**src/design/biquad_pkg.sv**
```systemverilog
package biquad_pkg;

  // --------------------------------------------------
  // Data path sizes
  // --------------------------------------------------
  localparam int COEF_W    = 16;
  localparam int Q_BITS    = 12;                 // Q3.12 signed
  localparam int ONE_Q     = 1 << Q_BITS;
  localparam int ACC_W     = 2 * COEF_W + 3;     // Room for five products
  localparam int QUOT_BITS = COEF_W + Q_BITS;    // Divider iterations
  localparam int STEP_W    = $clog2(QUOT_BITS);
  localparam int COEF_MAX  = 32767;
  localparam int COEF_MIN  = -32768;
  localparam int CNT_W     = 16;

  // --------------------------------------------------
  // APB register map
  // --------------------------------------------------
  localparam int APB_DATA_W = 32;
  localparam int APB_ADDR_W = 8;

  localparam logic [APB_ADDR_W-1:0] REG_CTRL    = 8'h00;
  localparam logic [APB_ADDR_W-1:0] REG_RAW_B0  = 8'h04;
  localparam logic [APB_ADDR_W-1:0] REG_RAW_B1  = 8'h08;
  localparam logic [APB_ADDR_W-1:0] REG_RAW_B2  = 8'h0C;
  localparam logic [APB_ADDR_W-1:0] REG_RAW_A0  = 8'h10;
  localparam logic [APB_ADDR_W-1:0] REG_RAW_A1  = 8'h14;
  localparam logic [APB_ADDR_W-1:0] REG_RAW_A2  = 8'h18;
  localparam logic [APB_ADDR_W-1:0] REG_STATUS  = 8'h20;
  localparam logic [APB_ADDR_W-1:0] REG_NRM_B0  = 8'h24;
  localparam logic [APB_ADDR_W-1:0] REG_NRM_B1  = 8'h28;
  localparam logic [APB_ADDR_W-1:0] REG_NRM_B2  = 8'h2C;
  localparam logic [APB_ADDR_W-1:0] REG_NRM_A1  = 8'h30;
  localparam logic [APB_ADDR_W-1:0] REG_NRM_A2  = 8'h34;
  localparam logic [APB_ADDR_W-1:0] REG_OVF_CNT = 8'h38;

  // --------------------------------------------------
  // State and selector types
  // --------------------------------------------------
  typedef enum logic [1:0] {
    IDLE,
    ISSUE,
    WAIT_QUOT,
    COMMIT
  } seq_state_t;

  // Order also sets the normalized read-back layout
  typedef enum logic [2:0] {
    SEL_B0,
    SEL_B1,
    SEL_B2,
    SEL_A1,
    SEL_A2
  } coef_sel_t;

endpackage

```
**src/design/biquad_apb_regs.sv**
```systemverilog
`timescale 1ns/1ps

module biquad_apb_regs (
  input  logic                                  clk,
  input  logic                                  rst_n,
  input  logic                                  psel,
  input  logic                                  penable,
  input  logic                                  pwrite,
  input  logic        [biquad_pkg::APB_ADDR_W-1:0] paddr,
  input  logic        [biquad_pkg::APB_DATA_W-1:0] pwdata,
  output logic        [biquad_pkg::APB_DATA_W-1:0] prdata,
  output logic                                  pready,
  output logic                                  pslverr,
  input  logic                                  busy,
  input  logic                                  ovf_pulse,
  input  logic signed [biquad_pkg::COEF_W-1:0]     nrm_b0,
  input  logic signed [biquad_pkg::COEF_W-1:0]     nrm_b1,
  input  logic signed [biquad_pkg::COEF_W-1:0]     nrm_b2,
  input  logic signed [biquad_pkg::COEF_W-1:0]     nrm_a1,
  input  logic signed [biquad_pkg::COEF_W-1:0]     nrm_a2,
  output logic signed [biquad_pkg::COEF_W-1:0]     raw_b0,
  output logic signed [biquad_pkg::COEF_W-1:0]     raw_b1,
  output logic signed [biquad_pkg::COEF_W-1:0]     raw_b2,
  output logic signed [biquad_pkg::COEF_W-1:0]     raw_a0,
  output logic signed [biquad_pkg::COEF_W-1:0]     raw_a1,
  output logic signed [biquad_pkg::COEF_W-1:0]     raw_a2,
  output logic                                  bypass,
  output logic                                  recalc_req
);
  import biquad_pkg::*;

  logic                   access;
  logic                   mapped;
  logic                   read_only;
  logic                   raw_hit;
  logic                   wr_en;
  logic                   pending;
  coef_sel_t              nrm_sel;
  logic [COEF_W-1:0]      nrm_rd;
  logic [CNT_W-1:0]       ovf_cnt;

  function automatic logic [APB_DATA_W-1:0] sext(logic signed [COEF_W-1:0] v);
    return APB_DATA_W'(v);
  endfunction

  assign access  = psel && penable;
  assign pready  = 1'b1;                          // No wait states
  assign pslverr = access && (!mapped || (pwrite && read_only));
  assign wr_en   = access && pwrite && mapped && !read_only;
  assign nrm_sel = coef_sel_t'(3'((paddr - REG_NRM_B0) >> 2));

  always_comb begin
    case (nrm_sel)
      SEL_B0:  nrm_rd = nrm_b0;
      SEL_B1:  nrm_rd = nrm_b1;
      SEL_B2:  nrm_rd = nrm_b2;
      SEL_A1:  nrm_rd = nrm_a1;
      default: nrm_rd = nrm_a2;
    endcase
  end

  // --------------------------------------------------
  // Address decode and read-back
  // --------------------------------------------------
  always_comb begin
    mapped    = 1'b1;
    read_only = 1'b0;
    raw_hit   = 1'b0;
    prdata    = '0;
    case (paddr)
      REG_CTRL:    prdata = APB_DATA_W'(bypass);
      REG_RAW_B0:  begin raw_hit = 1'b1; prdata = sext(raw_b0); end
      REG_RAW_B1:  begin raw_hit = 1'b1; prdata = sext(raw_b1); end
      REG_RAW_B2:  begin raw_hit = 1'b1; prdata = sext(raw_b2); end
      REG_RAW_A0:  begin raw_hit = 1'b1; prdata = sext(raw_a0); end
      REG_RAW_A1:  begin raw_hit = 1'b1; prdata = sext(raw_a1); end
      REG_RAW_A2:  begin raw_hit = 1'b1; prdata = sext(raw_a2); end
      REG_STATUS:  begin read_only = 1'b1; prdata = APB_DATA_W'(busy); end
      REG_NRM_B0, REG_NRM_B1, REG_NRM_B2, REG_NRM_A1, REG_NRM_A2: begin
        read_only = 1'b1;
        prdata    = sext(nrm_rd);
      end
      REG_OVF_CNT: begin read_only = 1'b1; prdata = APB_DATA_W'(ovf_cnt); end
      default:     mapped = 1'b0;
    endcase
  end

  // --------------------------------------------------
  // Writable registers
  // --------------------------------------------------
  always_ff @(posedge clk or negedge rst_n) begin
    if (!rst_n) begin
      bypass <= 1'b0;
      raw_b0 <= COEF_W'(ONE_Q);                    // Identity filter
      raw_b1 <= '0;
      raw_b2 <= '0;
      raw_a0 <= COEF_W'(ONE_Q);
      raw_a1 <= '0;
      raw_a2 <= '0;
    end else if (wr_en) begin
      case (paddr)
        REG_CTRL:   bypass <= pwdata[0];
        REG_RAW_B0: raw_b0 <= pwdata[COEF_W-1:0];
        REG_RAW_B1: raw_b1 <= pwdata[COEF_W-1:0];
        REG_RAW_B2: raw_b2 <= pwdata[COEF_W-1:0];
        REG_RAW_A0: raw_a0 <= pwdata[COEF_W-1:0];
        REG_RAW_A1: raw_a1 <= pwdata[COEF_W-1:0];
        REG_RAW_A2: raw_a2 <= pwdata[COEF_W-1:0];
        default: ;
      endcase
    end
  end

  // Recalculation request, a write during a run queues one more
  always_ff @(posedge clk or negedge rst_n) begin
    if (!rst_n) begin
      pending    <= 1'b0;
      recalc_req <= 1'b0;
    end else begin
      recalc_req <= 1'b0;
      if (pending && !busy && !recalc_req) begin
        recalc_req <= 1'b1;
        pending    <= 1'b0;
      end
      if (wr_en && raw_hit) pending <= 1'b1;        // Wins over the clear
    end
  end

  always_ff @(posedge clk or negedge rst_n) begin
    if (!rst_n) begin
      ovf_cnt <= '0;
    end else if (ovf_pulse && ovf_cnt != '1) begin
      ovf_cnt <= ovf_cnt + 1'b1;                    // Saturating count
    end
  end

endmodule

```
**config.mk**
```make
export PLATFORM = sky130hd
export DESIGN_NAME = biquad_apb_regs
export DESIGN_NICKNAME = d
export VERILOG_FILES = /design/src/design/biquad_pkg.sv /design/src/design/biquad_apb_regs.sv
export SDC_FILE = /design/constraint.sdc
export NUM_CORES = 1
export LEC_CHECK = 0
export BUFFER_PORTS_ARGS = -buffer_cell sky130_fd_sc_hd__buf_4
export CAP_MARGIN = 25
export CELL_PAD_IN_SITES_DETAIL_PLACEMENT = 1
export CELL_PAD_IN_SITES_GLOBAL_PLACEMENT = 1
export CORE_MARGIN = 1
export CORE_UTILIZATION = 25
export DETAILED_ROUTE_END_ITERATION = 8
export PLACE_DENSITY_LB_ADDON = 0.08
export SLEW_MARGIN = 25
export SYNTH_ARGS = -nofsm -noshare
export SYNTH_HDL_FRONTEND = slang
export SYNTH_SLANG_ARGS = --single-unit
```
**constraint.sdc**
```tcl
create_clock -name clk -period 8 [get_ports clk]
set_input_delay 1.6 -clock clk [delete_from_list [all_inputs] [get_ports clk]]
set_output_delay 1.6 -clock clk [all_outputs]
set_load 0.03 [all_outputs]
```
==> results of run 1 <==
[sequential cells by signal, indices dropped and copies added (netlist names)]
signal and cells:
raw_a2 16, pending 1, raw_b0 16, recalc_req 1, raw_a0 16, ovf_cnt 16, raw_b2 16, raw_b1 16
raw_a1 16, bypass 1
[logic make-up after synthesis]
group | synth area share (%)
simple gates | 10.8
compound gates | 13.3
fa+ha+maj | 0.189
buf+inv | 4.81
flops | 43.6
mux | 25.4
xor+xnor | 1.86
other cells | 0.0567
[routing by layer]
metal / wire, um / global-route usage (%) / up-vias / part of all wire, %
li1: - / - / 2591 / -
met3: 1770 / 4.95 / 33 / 6.3
met4: 503 / 6.05 / 0 / 1.8
met1: 12100 / 27.1 / 2955 / 44
met2: 13400 / 34.4 / 196 / 48
met5: 0 / 0 / - / 0
[power breakdown]
| part | internal (uW) | total [uW] | switching, uW |
|---|---|---|---|
| Sequential | 605 | 641 | 36.0 |
| Clock | 562 | 859 | 296 |
| Combinational | 94.7 | 214 | 119 |
[Yosys cell counts (2+ instances only)]
cell         n  area, um^2
nor3_1      11        55.1
nor3_4       4        65.1
o211ai_1     7        52.6
a21oi_1     11        55.1
buf_4       16         120
nand4_1      6        37.5
clkbuf_1    18        67.6
mux2i_1     23         230
dfrtp_1    113        2830
mux2_2      79         890
nor2_2       2        12.5
a221o_1      8        80.1
buf_2        5        25.0
xnor2_1      7        61.3
and3_1       5        31.3
o21ai_0     16        80.1
a22o_1       5        43.8
nand3_1     18        90.1
nand2b_1     3        18.8
a211oi_1     2        15.0
mux2_1      10         113
buf_6        6        67.6
a32o_1      10         100
nand2_1     33         124
dfstp_2      2        52.6
nor2b_1      9        56.3
a221oi_1     3        26.3
nor2_1      23        86.3
xor2_1       7        61.3
o2bb2ai_1    2        17.5
and4_1       2        17.5
o22ai_1      9        56.3
a211o_1      6        52.6
and2_1       2        12.5
nor3b_1      4        30.0
buf_1        5        18.8
o31ai_1      3        22.5
mux2_4      28         420
a22oi_1     28         210
[layout make-up]
class | instances | share of cell area [%]
tap | 335 | 4.53
clock inverter | 12 | 2.20
sequential | 115 | 31.1
multi-input combinational | 406 | 36.9
timing repair buffer | 252 | 20.4
clock buffer | 20 | 4.82
inverter | 1 | 0.0405
[metrics by stage]
stage	hold WS, ps	setup WS (ps)	instance area, um^2	cells
global route	530	1870	9260	1141
detailed placement	501	1990	8610	1109
floorplan	468	2980	6610	573
global placement	500	2000	8610	1109
CTS	511	1990	9260	1141
finish	501	1930	9260	1141
[worst paths after layout]
check / startpoint / endpoint / slack, ps / cells past startpoint
setup / recovery: paddr[4] / prdata[8] / 1930 / 7
hold / removal: recalc_req$_DFF_PN0_ / recalc_req$_DFF_PN0_ / 500 / 1
setup reg to reg: ovf_cnt[7]$_DFFE_PN0P_ / ovf_cnt[1]$_DFFE_PN0P_ / 5900 / 4
hold reg to reg: recalc_req$_DFF_PN0_ / recalc_req$_DFF_PN0_ / 500 / 1
max in group asynchronous: rst_n / raw_b0[5]$_DFFE_PN0P_ / 5390 / 2
min in group asynchronous: rst_n / raw_b0[14]$_DFFE_PN0P_ / 1200 / 1
==> out/qor.yml, run 1 <==
outcome:
  status: "complete, no violations"
setup_path:
  crit_type: "primary input to output port"
  startpoint_type: "primary input"
  crit_arrival_ps: 4470
  path_cells: "buf_4 -> or3_1 -> nor2_1 -> a22oi_1 -> o211ai_1 -> a221o_1 -> buf_4"
  cp_max_fo: 52
  cp_top_family: "simple AND/OR/NAND/NOR gates"
  crit_path_frequent_cell: "buf_4"
  cp-end-kind: "output port"
  crit_buf_inv: 2
  critPathMaxStageDelay_ps: 910
  cp.required_ps: 6400
  slowest_stage: "nor2_1"
layout:
  layout_common_cells: "252 x buf_4, 113 x dfrtp_1, 79 x mux2_2"
  seqCellArea_um2: 2880
  diodes: 0
  multi_input_area_um2: 3410
  final_net_count: 921
  layout_commonest_cell: "buf_4"
  final_util_pct: 35.6
  area_growth_pct: 40.1
  fillers: 2873
  drive_gt1_share_pct: 50.1
synth:
  ys_seq_area_share_pct: 43.6
  synth_warnings: 0
  synth-edff-count: 0
  syn_inst: 573
  syn-cell-area_um2: 6610
  async_flop_share_pct: 100
  synth_nets: 701
  ys_seq_elements: 115
  synthFlopType: "dfrtp_1"
  ys_types: 61
  avgSynthCellArea_um2: 11.5
routing:
  dr_total_vias: 5775
  drc: 0
  drt_pre_antenna_iters: 5
  drt-total-wl_mm: 27.8
  drt-initial-drc-count: 219
  via_per_inst: 5.06
  wl_per_cell_um: 24.4
  ant_nets: 0
cts:
  clk_pin_slew_worst_paths_ps: 50
  holdBufCountCts: 0
  clock_path_buffers: 2
  clk_latency_ps: 420
  ctsResizeCount: 0
  postCtsSetupBuffers: 0
  cts_tree: "built"
  root_buffer: "clkbuf_16"
  numCtsBuffers: 17
  cts_sinks: 115
  cts_max_level: 4
sta:
  rsz0062_at_grt: "no"
  worst_pin_slew_ps: 1110
  fin_skew_ps: 6.18
  final.setup.tns_ps: 0
  period_needed_ps: 6070
  fmaxAchievable_mhz: 165
  slew_headroom_pct: 25.9
  setup_viol: 0
  period_share_pct: 75.9
  hold_viol: 0
  slew_violations: 0
placement:
  routabilityCongestion: 0.767
  portBuffers: 241
  hpwlAfterDp_mm: 20.1
pwr:
  p_leak_uw: 0.00453
  irDropWorstVdd_v: 0.000127
  finalPower_uw: 1710
  power.density_nw_per_um2: 185
min_path:
  min_path_type: "flop to flop"
floorplan:
  dieWidth_um: 165
  io_pins: 259
  row_count: 59
  initial_utilization_pct: 25.4
  fp.dieH_um: 165
  die-area_um2: 27100
  core_um2: 26000
flow_run:
  drv_cap: 0
global_routing:
  grt_overflow_total: 0
  grt_pass1_vias: 6235
  grt_pass1_wl_mm: 40.7
  grt.total_usage_pct: 20.9
  grt_max_degree: 70
  antenna_found_initial: 0
Note: power is estimated with default switching activity, not from simulation.
==> inputs of run 2 (changes only) <==
ABC_AREA = 1   (was default)
clock period = 5.3 ns   (was 8 ns; I/O delays follow)
==> out/qor.yml, run 2 <==
outcome:
  status: "complete, no violations"
synth:
  synth-edff-count: 0  # unchanged
  ys_types: 29  # -52%
  netlist.area_leader.share_pct: 40.6  # -2.1 points
  synth_warnings: 0  # unchanged
  syn-cell-area_um2: 6960  # +5.3%
  avgSynthCellArea_um2: 6.98  # -40%
  ys_top_cells_by_area: "dfrtp_1 41%, nand2_1 20%, nand4_1 8.9%, inv_1 6.4%, o21ai_0 3.5%"
  ys_seq_area_share_pct: 41.4  # -2.2 points
  async_flop_share_pct: 100  # unchanged
  syn_inst: 997  # +74%
  synth.most_common_cell: "nand2_1"
  synth_top_area_cell: "dfrtp_1"
  synthFlopType: "dfrtp_1"
  synth_commonest_cells: "368 x nand2_1, 118 x inv_1, 113 x dfrtp_1"
  synth_nets: 1125  # +60%
  ys_seq_elements: 115  # unchanged
global_routing:
  grt_pass1_vias: 7582  # +22%
  grt_overflow_total: 0  # unchanged
  grt_max_degree: 67  # -4.3%
  grt_pass1_wl_mm: 46.0  # +13%
  antenna_found_initial: 1  # +1
  grt.total_usage_pct: 21.5  # +0.57 points
setup_path:
  r2r-end: "ovf_cnt[13]$_DFFE_PN0P_"
  slowest_stage: "nand2_1"
  cp_max_fo: 19  # -63%
  crit_arrival_ps: 3180  # -1290 ps
  cp_top_family: "simple AND/OR/NAND/NOR gates"
  path_cells: "buf_4 -> inv_1 -> nand2_1 -> nor2_2 -> nand2_1 -> inv_1 -> buf_4 -> nand2_1 -> nand3_1 -> nor2_1 -> nand2_1 -> buf_4"
  cp-end-kind: "output port"
  reg2reg_from: "ovf_cnt[0]$_DFFE_PN0P_"
  cp.required_ps: 4240  # -2160 ps
  crit_type: "primary input to output port"
  rrSetupSlack_ps: 2920  # -2980 ps
  crit_buf_inv: 5  # +3
  worstRegToRegCells: 10  # +6
  startpoint_type: "primary input"
  critPathMaxStageDelay_ps: 390  # -520 ps
  crit_path_frequent_cell: "nand2_1"
flow_run:
  drv_cap: 0  # unchanged
routing:
  wl_met1_mm: 13.7  # +13%
  drc: 0  # unchanged
  drt_pre_antenna_iters: 4  # -1
  dr_total_vias: 7359  # +27%
  met3_length_mm: 1.79  # +1.2%
  drt-total-wl_mm: 29.9  # +7.4%
  via_per_inst: 4.62  # -8.7%
  ant_nets: 0  # unchanged
  maxUsedRoutingLayer: "met4"
  wl_per_cell_um: 18.8  # -23%
  wl_met2_mm: 13.9  # +3.8%
  drt-initial-drc-count: 329  # +50%
layout:
  layout_commonest_cell: "nand2_1"
  layout_common_cells: "368 x nand2_1, 261 x buf_4, 118 x inv_1"
  drive_gt1_share_pct: 25.4  # -25 points
  seqCellArea_um2: 2880  # unchanged
  final_net_count: 1335  # +45%
  multi_input_area_um2: 3210  # -5.9%
  area_growth_pct: 37.6
  fillers: 3354  # +17%
pwr:
  power.density_nw_per_um2: 252  # +36%
  finalPower_uw: 2410  # +41%
  p_leak_uw: 0.00535  # +18%
  irDropWorstVdd_v: 0.000213  # +68%
cts:
  ctsResizeCount: 0  # unchanged
  clk_latency_ps: 420  # about the same
  cts_max_level: 4  # unchanged
  numCtsBuffers: 17  # unchanged
  clk_pin_slew_worst_paths_ps: 60  # about the same
  cts_sinks: 115  # unchanged
  root_buffer: "clkbuf_16"
  holdBufCountCts: 0  # unchanged
  postCtsSetupBuffers: 0  # unchanged
  cts_tree: "built"
  clock_path_buffers: 2  # unchanged
sta:
  slew_violations: 0  # unchanged
  period_needed_ps: 4240
  fin_skew_ps: 5.35  # -0.829 ps
  slew_headroom_pct: 43.5  # +18 points
  final.setup.tns_ps: 0  # unchanged
  fmaxAchievable_mhz: 236
  whs_ps: 443  # -57.4 ps
  worst_pin_slew_ps: 840  # -267 ps
  hold_viol: 0  # unchanged
  setup_viol: 0  # unchanged
  rsz0062_at_grt: "no"
  period_share_pct: 80.0
min_path:
  hold_depth: 1  # unchanged
  min_path_type: "flop to flop"
  hp-start: "recalc_req$_DFF_PN0_"
  min_to: "recalc_req$_DFF_PN0_"
floorplan:
  initial_utilization_pct: 25.7  # +0.24 points
  io_pins: 259  # unchanged
  die-area_um2: 28500  # +5.2%
  core_um2: 27100  # +4.3%
  dieWidth_um: 169  # +2.6%
  row_count: 60  # +1.7%
  fp.dieH_um: 169  # +2.6%
placement:
  routabilityCongestion: 0.780  # +1.7%
  portBuffers: 241  # unchanged
  hpwlAfterDp_mm: 22.5  # +12%
## run 2: worst max path at each step
stage | slack, ps | endpoint | depth (start not counted) | start
floorplan | 1540 | prdata[17] | 11 | paddr[3]
global placement | 1080 | prdata[29] | 12 | paddr[0]
detailed placement | 1020 | prdata[24] | 12 | paddr[0]
CTS | 1020 | prdata[24] | 12 | paddr[0]
global route | 780 | prdata[17] | 11 | paddr[0]
finish | 1060 | prdata[24] | 12 | paddr[0]
## run 2: routing by layer
layer | up-vias | global-route usage [%]
li1 | 3643 | -
met1 | 3473 | 28.3
met2 | 215 | 35.4
met3 | 28 | 4.37
met4 | 0 | 6.05
met5 | - | 0
## run 2: report_power, final
part	total, uW	internal, uW	switching [uW]
registers	956	919	37.3
logic	331	124	207
clock network	1130	707	421
total	2410	1750	665
## run 2: layout make-up
cell class | instances | share of cell area (%)
antenna | 1 | 0.0261
multi-input combinational | 688 | 33.5
clock buffer | 20 | 4.77
inverter | 122 | 4.80
tap | 372 | 4.86
sequential | 115 | 30.1
clock inverter | 11 | 1.16
timing repair buffer | 263 | 20.8
## run 2: through the flow
stage               instances  util, %  cell area [um^2]  setup WS [ps]
detailed placement       1559     33.2              9000           1020
floorplan                 997        -              6960           1540
global route             1591     35.3              9570            782
finish                   1592     35.3              9570           1060
CTS                      1590     35.3              9560           1020
global placement         1559     33.2              9000           1080
## run 2: cell families after synthesis
| family | after synthesis | synth area share, % |
|---|---|---|
| other cells | 1 | 0.0539 |
| buf+inv | 194 | 12.6 |
| compound gates | 99 | 7.79 |
| fa+ha+maj | 1 | 0.180 |
| simple gates | 574 | 36.4 |
| flops | 115 | 41.4 |
| xor+xnor | 13 | 1.64 |
==> inputs of run 3 (changes only) <==
clock period = 3.4 ns   (was 5.3 ns; I/O delays follow)
==> out/qor.yml, run 3 (synthesis results as in run 2) <==
routing:
  drc: 0  # unchanged
  wl_per_cell_um: 18.6  # -0.82%
  via_per_inst: 4.69  # +1.5%
  drt_pre_antenna_iters: 4  # unchanged
  dr_total_vias: 7535  # +2.4%
  drt-total-wl_mm: 29.9  # about the same
  drt-initial-drc-count: 329  # unchanged
  ant_nets: 0  # unchanged
setup_path:
  crit_buf_inv: 6  # +1
  startpoint_type: "primary input"
  crit_type: "primary input to output port"
  cp.required_ps: 2720  # -1520 ps
  slowest_stage: "nor2_1"
  critPathMaxStageDelay_ps: 280  # -110 ps
  cp-end-kind: "output port"
  cp_max_fo: 16  # -3
  cp_top_family: "simple AND/OR/NAND/NOR gates"
  crit_arrival_ps: 2490  # -690 ps
  path_cells: "buf_4 -> inv_1 -> nand2_1 -> nor2_1 -> inv_1 -> nor2_2 -> buf_4 -> nand2_1 -> nand3_1 -> nor2_1 -> nand2_1 -> buf_4 -> buf_4"
  crit_path_frequent_cell: "buf_4"
sta:
  slew_violations: 0  # unchanged
  period_needed_ps: 3170
  worst_pin_slew_ps: 830  # -10.7 ps
  setup_viol: 0  # unchanged
  fin_skew_ps: 9.73  # +4.39 ps
  period_share_pct: 93.2
  hold_viol: 0  # unchanged
  slew_headroom_pct: 44.2  # +0.72 points
  fmaxAchievable_mhz: 316
  rsz0062_at_grt: "no"
  final.setup.tns_ps: 0  # unchanged
global_routing:
  grt_pass1_wl_mm: 45.9  # -0.17%
  grt.total_usage_pct: 21.4  # -0.11 points
  antenna_found_initial: 0  # -1
  grt_overflow_total: 0  # unchanged
  grt_pass1_vias: 7602  # +0.26%
  grt_max_degree: 73  # +9.0%
pwr:
  irDropWorstVdd_v: 0.000341  # +60%
  power.density_nw_per_um2: 424  # +68%
  clkPwrFrac_pct: 52.1  # +5.4 points
  swShare_pct: 24.8  # -2.7 points
  power_frac_seq_pct: 35.5  # -4.1 points
  p_sw_uw: 1040  # +57%
  power_frac_comb_pct: 12.5  # -1.2 points
  p_int_uw: 3150  # +80%
  p_leak_uw: 0.00549  # +2.7%
layout:
  fin_cells: 1606  # +0.88%
  final_util_pct: 36.5  # +1.2 points
  area_growth_pct: 42.3
  final_net_count: 1350  # +1.1%
  layout_commonest_cell: "nand2_1"
  layout_common_cells: "368 x nand2_1, 270 x buf_4, 118 x inv_1"
  diodes: 0  # -1
  drive_gt1_share_pct: 26.3  # +0.91 points
  fillers: 3332  # -0.66%
cts:
  clock_path_buffers: 2  # unchanged
  clk_latency_ps: 420  # about the same
  clk_pin_slew_worst_paths_ps: 60  # about the same
  cts_sinks: 115  # unchanged
  root_buffer: "clkbuf_16"
  postCtsSetupBuffers: 0  # unchanged
  numCtsBuffers: 17  # unchanged
  holdBufCountCts: 0  # unchanged
  cts_tree: "built"
  ctsResizeCount: 0  # unchanged
  cts_max_level: 4  # unchanged
placement:
  placed_cells: 1574  # +0.96%
  portBuffers: 241  # unchanged
  hpwlAfterDp_mm: 22.7  # +0.83%
  routabilityCongestion: 0.801  # +2.7%
floorplan:
  die-area_um2: 28500  # unchanged
  row_count: 60  # unchanged
  io_pins: 259  # unchanged
  core_um2: 27100  # unchanged
  fp.dieH_um: 169  # unchanged
  initial_utilization_pct: 25.7  # unchanged
  dieWidth_um: 169  # unchanged
flow_run:
  drv_cap: 0  # unchanged
outcome:
  status: "complete, no violations"
min_path:
  min_path_type: "primary input to asynchronous set/reset pin"
[run 3: stage by stage]
stage / hold WS (ps) / total power, uW / area, um^2 / setup slack [ps]
after floorplan: 384 / 1770 / 6960 / 402
after global placement: 435 / 2030 / 9180 / 242
after detailed placement: 440 / 2040 / 9180 / 225
after CTS: 151 / 4240 / 9890 / 221
after global routing: 167 / 4360 / 9900 / 62.3
final: 154 / 4200 / 9900 / 232
[run 3: area by class of cell]
cell class                      instances  area, um^2  share of cell area [%]
Clock inverter                          9         223                    2.25
Clock buffer                           22         484                    4.89
Tap cell                              372         465                    4.70
Timing Repair Buffer                  278        2170                    22.0
Multi-Input combinational cell        688        3210                    32.4
Inverter                              122         459                    4.64
Sequential cell                       115        2880                    29.1
[run 3: path summary, 6_finish.rpt]
check,startpoint,to,slack (ps),cells after the start
max,paddr[6],prdata[17],230,13
min,rst_n,raw_b0[9]$_DFFE_PN0P_,150,1
max reg2reg,ovf_cnt[0]$_DFFE_PN0P_,ovf_cnt[13]$_DFFE_PN0P_,1100,10
min reg2reg,recalc_req$_DFF_PN0_,recalc_req$_DFF_PN0_,440,1
max in group asynchronous,rst_n,raw_a0[12]$_DFFE_PN1P_,2440,2
min in group clk,busy,recalc_req$_DFF_PN0_,420,2
[run 3: per-layer routing]
metal	wire length, um	share of wire, %	global-route usage [%]	up-vias
met4	327	1.1	5.14	0
met3	1790	6.0	3.79	18
met5	0	0	0	-
met2	14000	47	35.6	208
li1	-	-	-	3675
met1	13700	46	28.5	3634
[run 3: power by group through the flow]
stage	sequential (uW)	clock, uW	combinational [uW]
after floorplan	1500	0	273
after global placement	1510	0	519
after detailed placement	1510	0	525
after CTS	1490	2220	530
after global routing	1500	2270	592
final	1490	2180	522
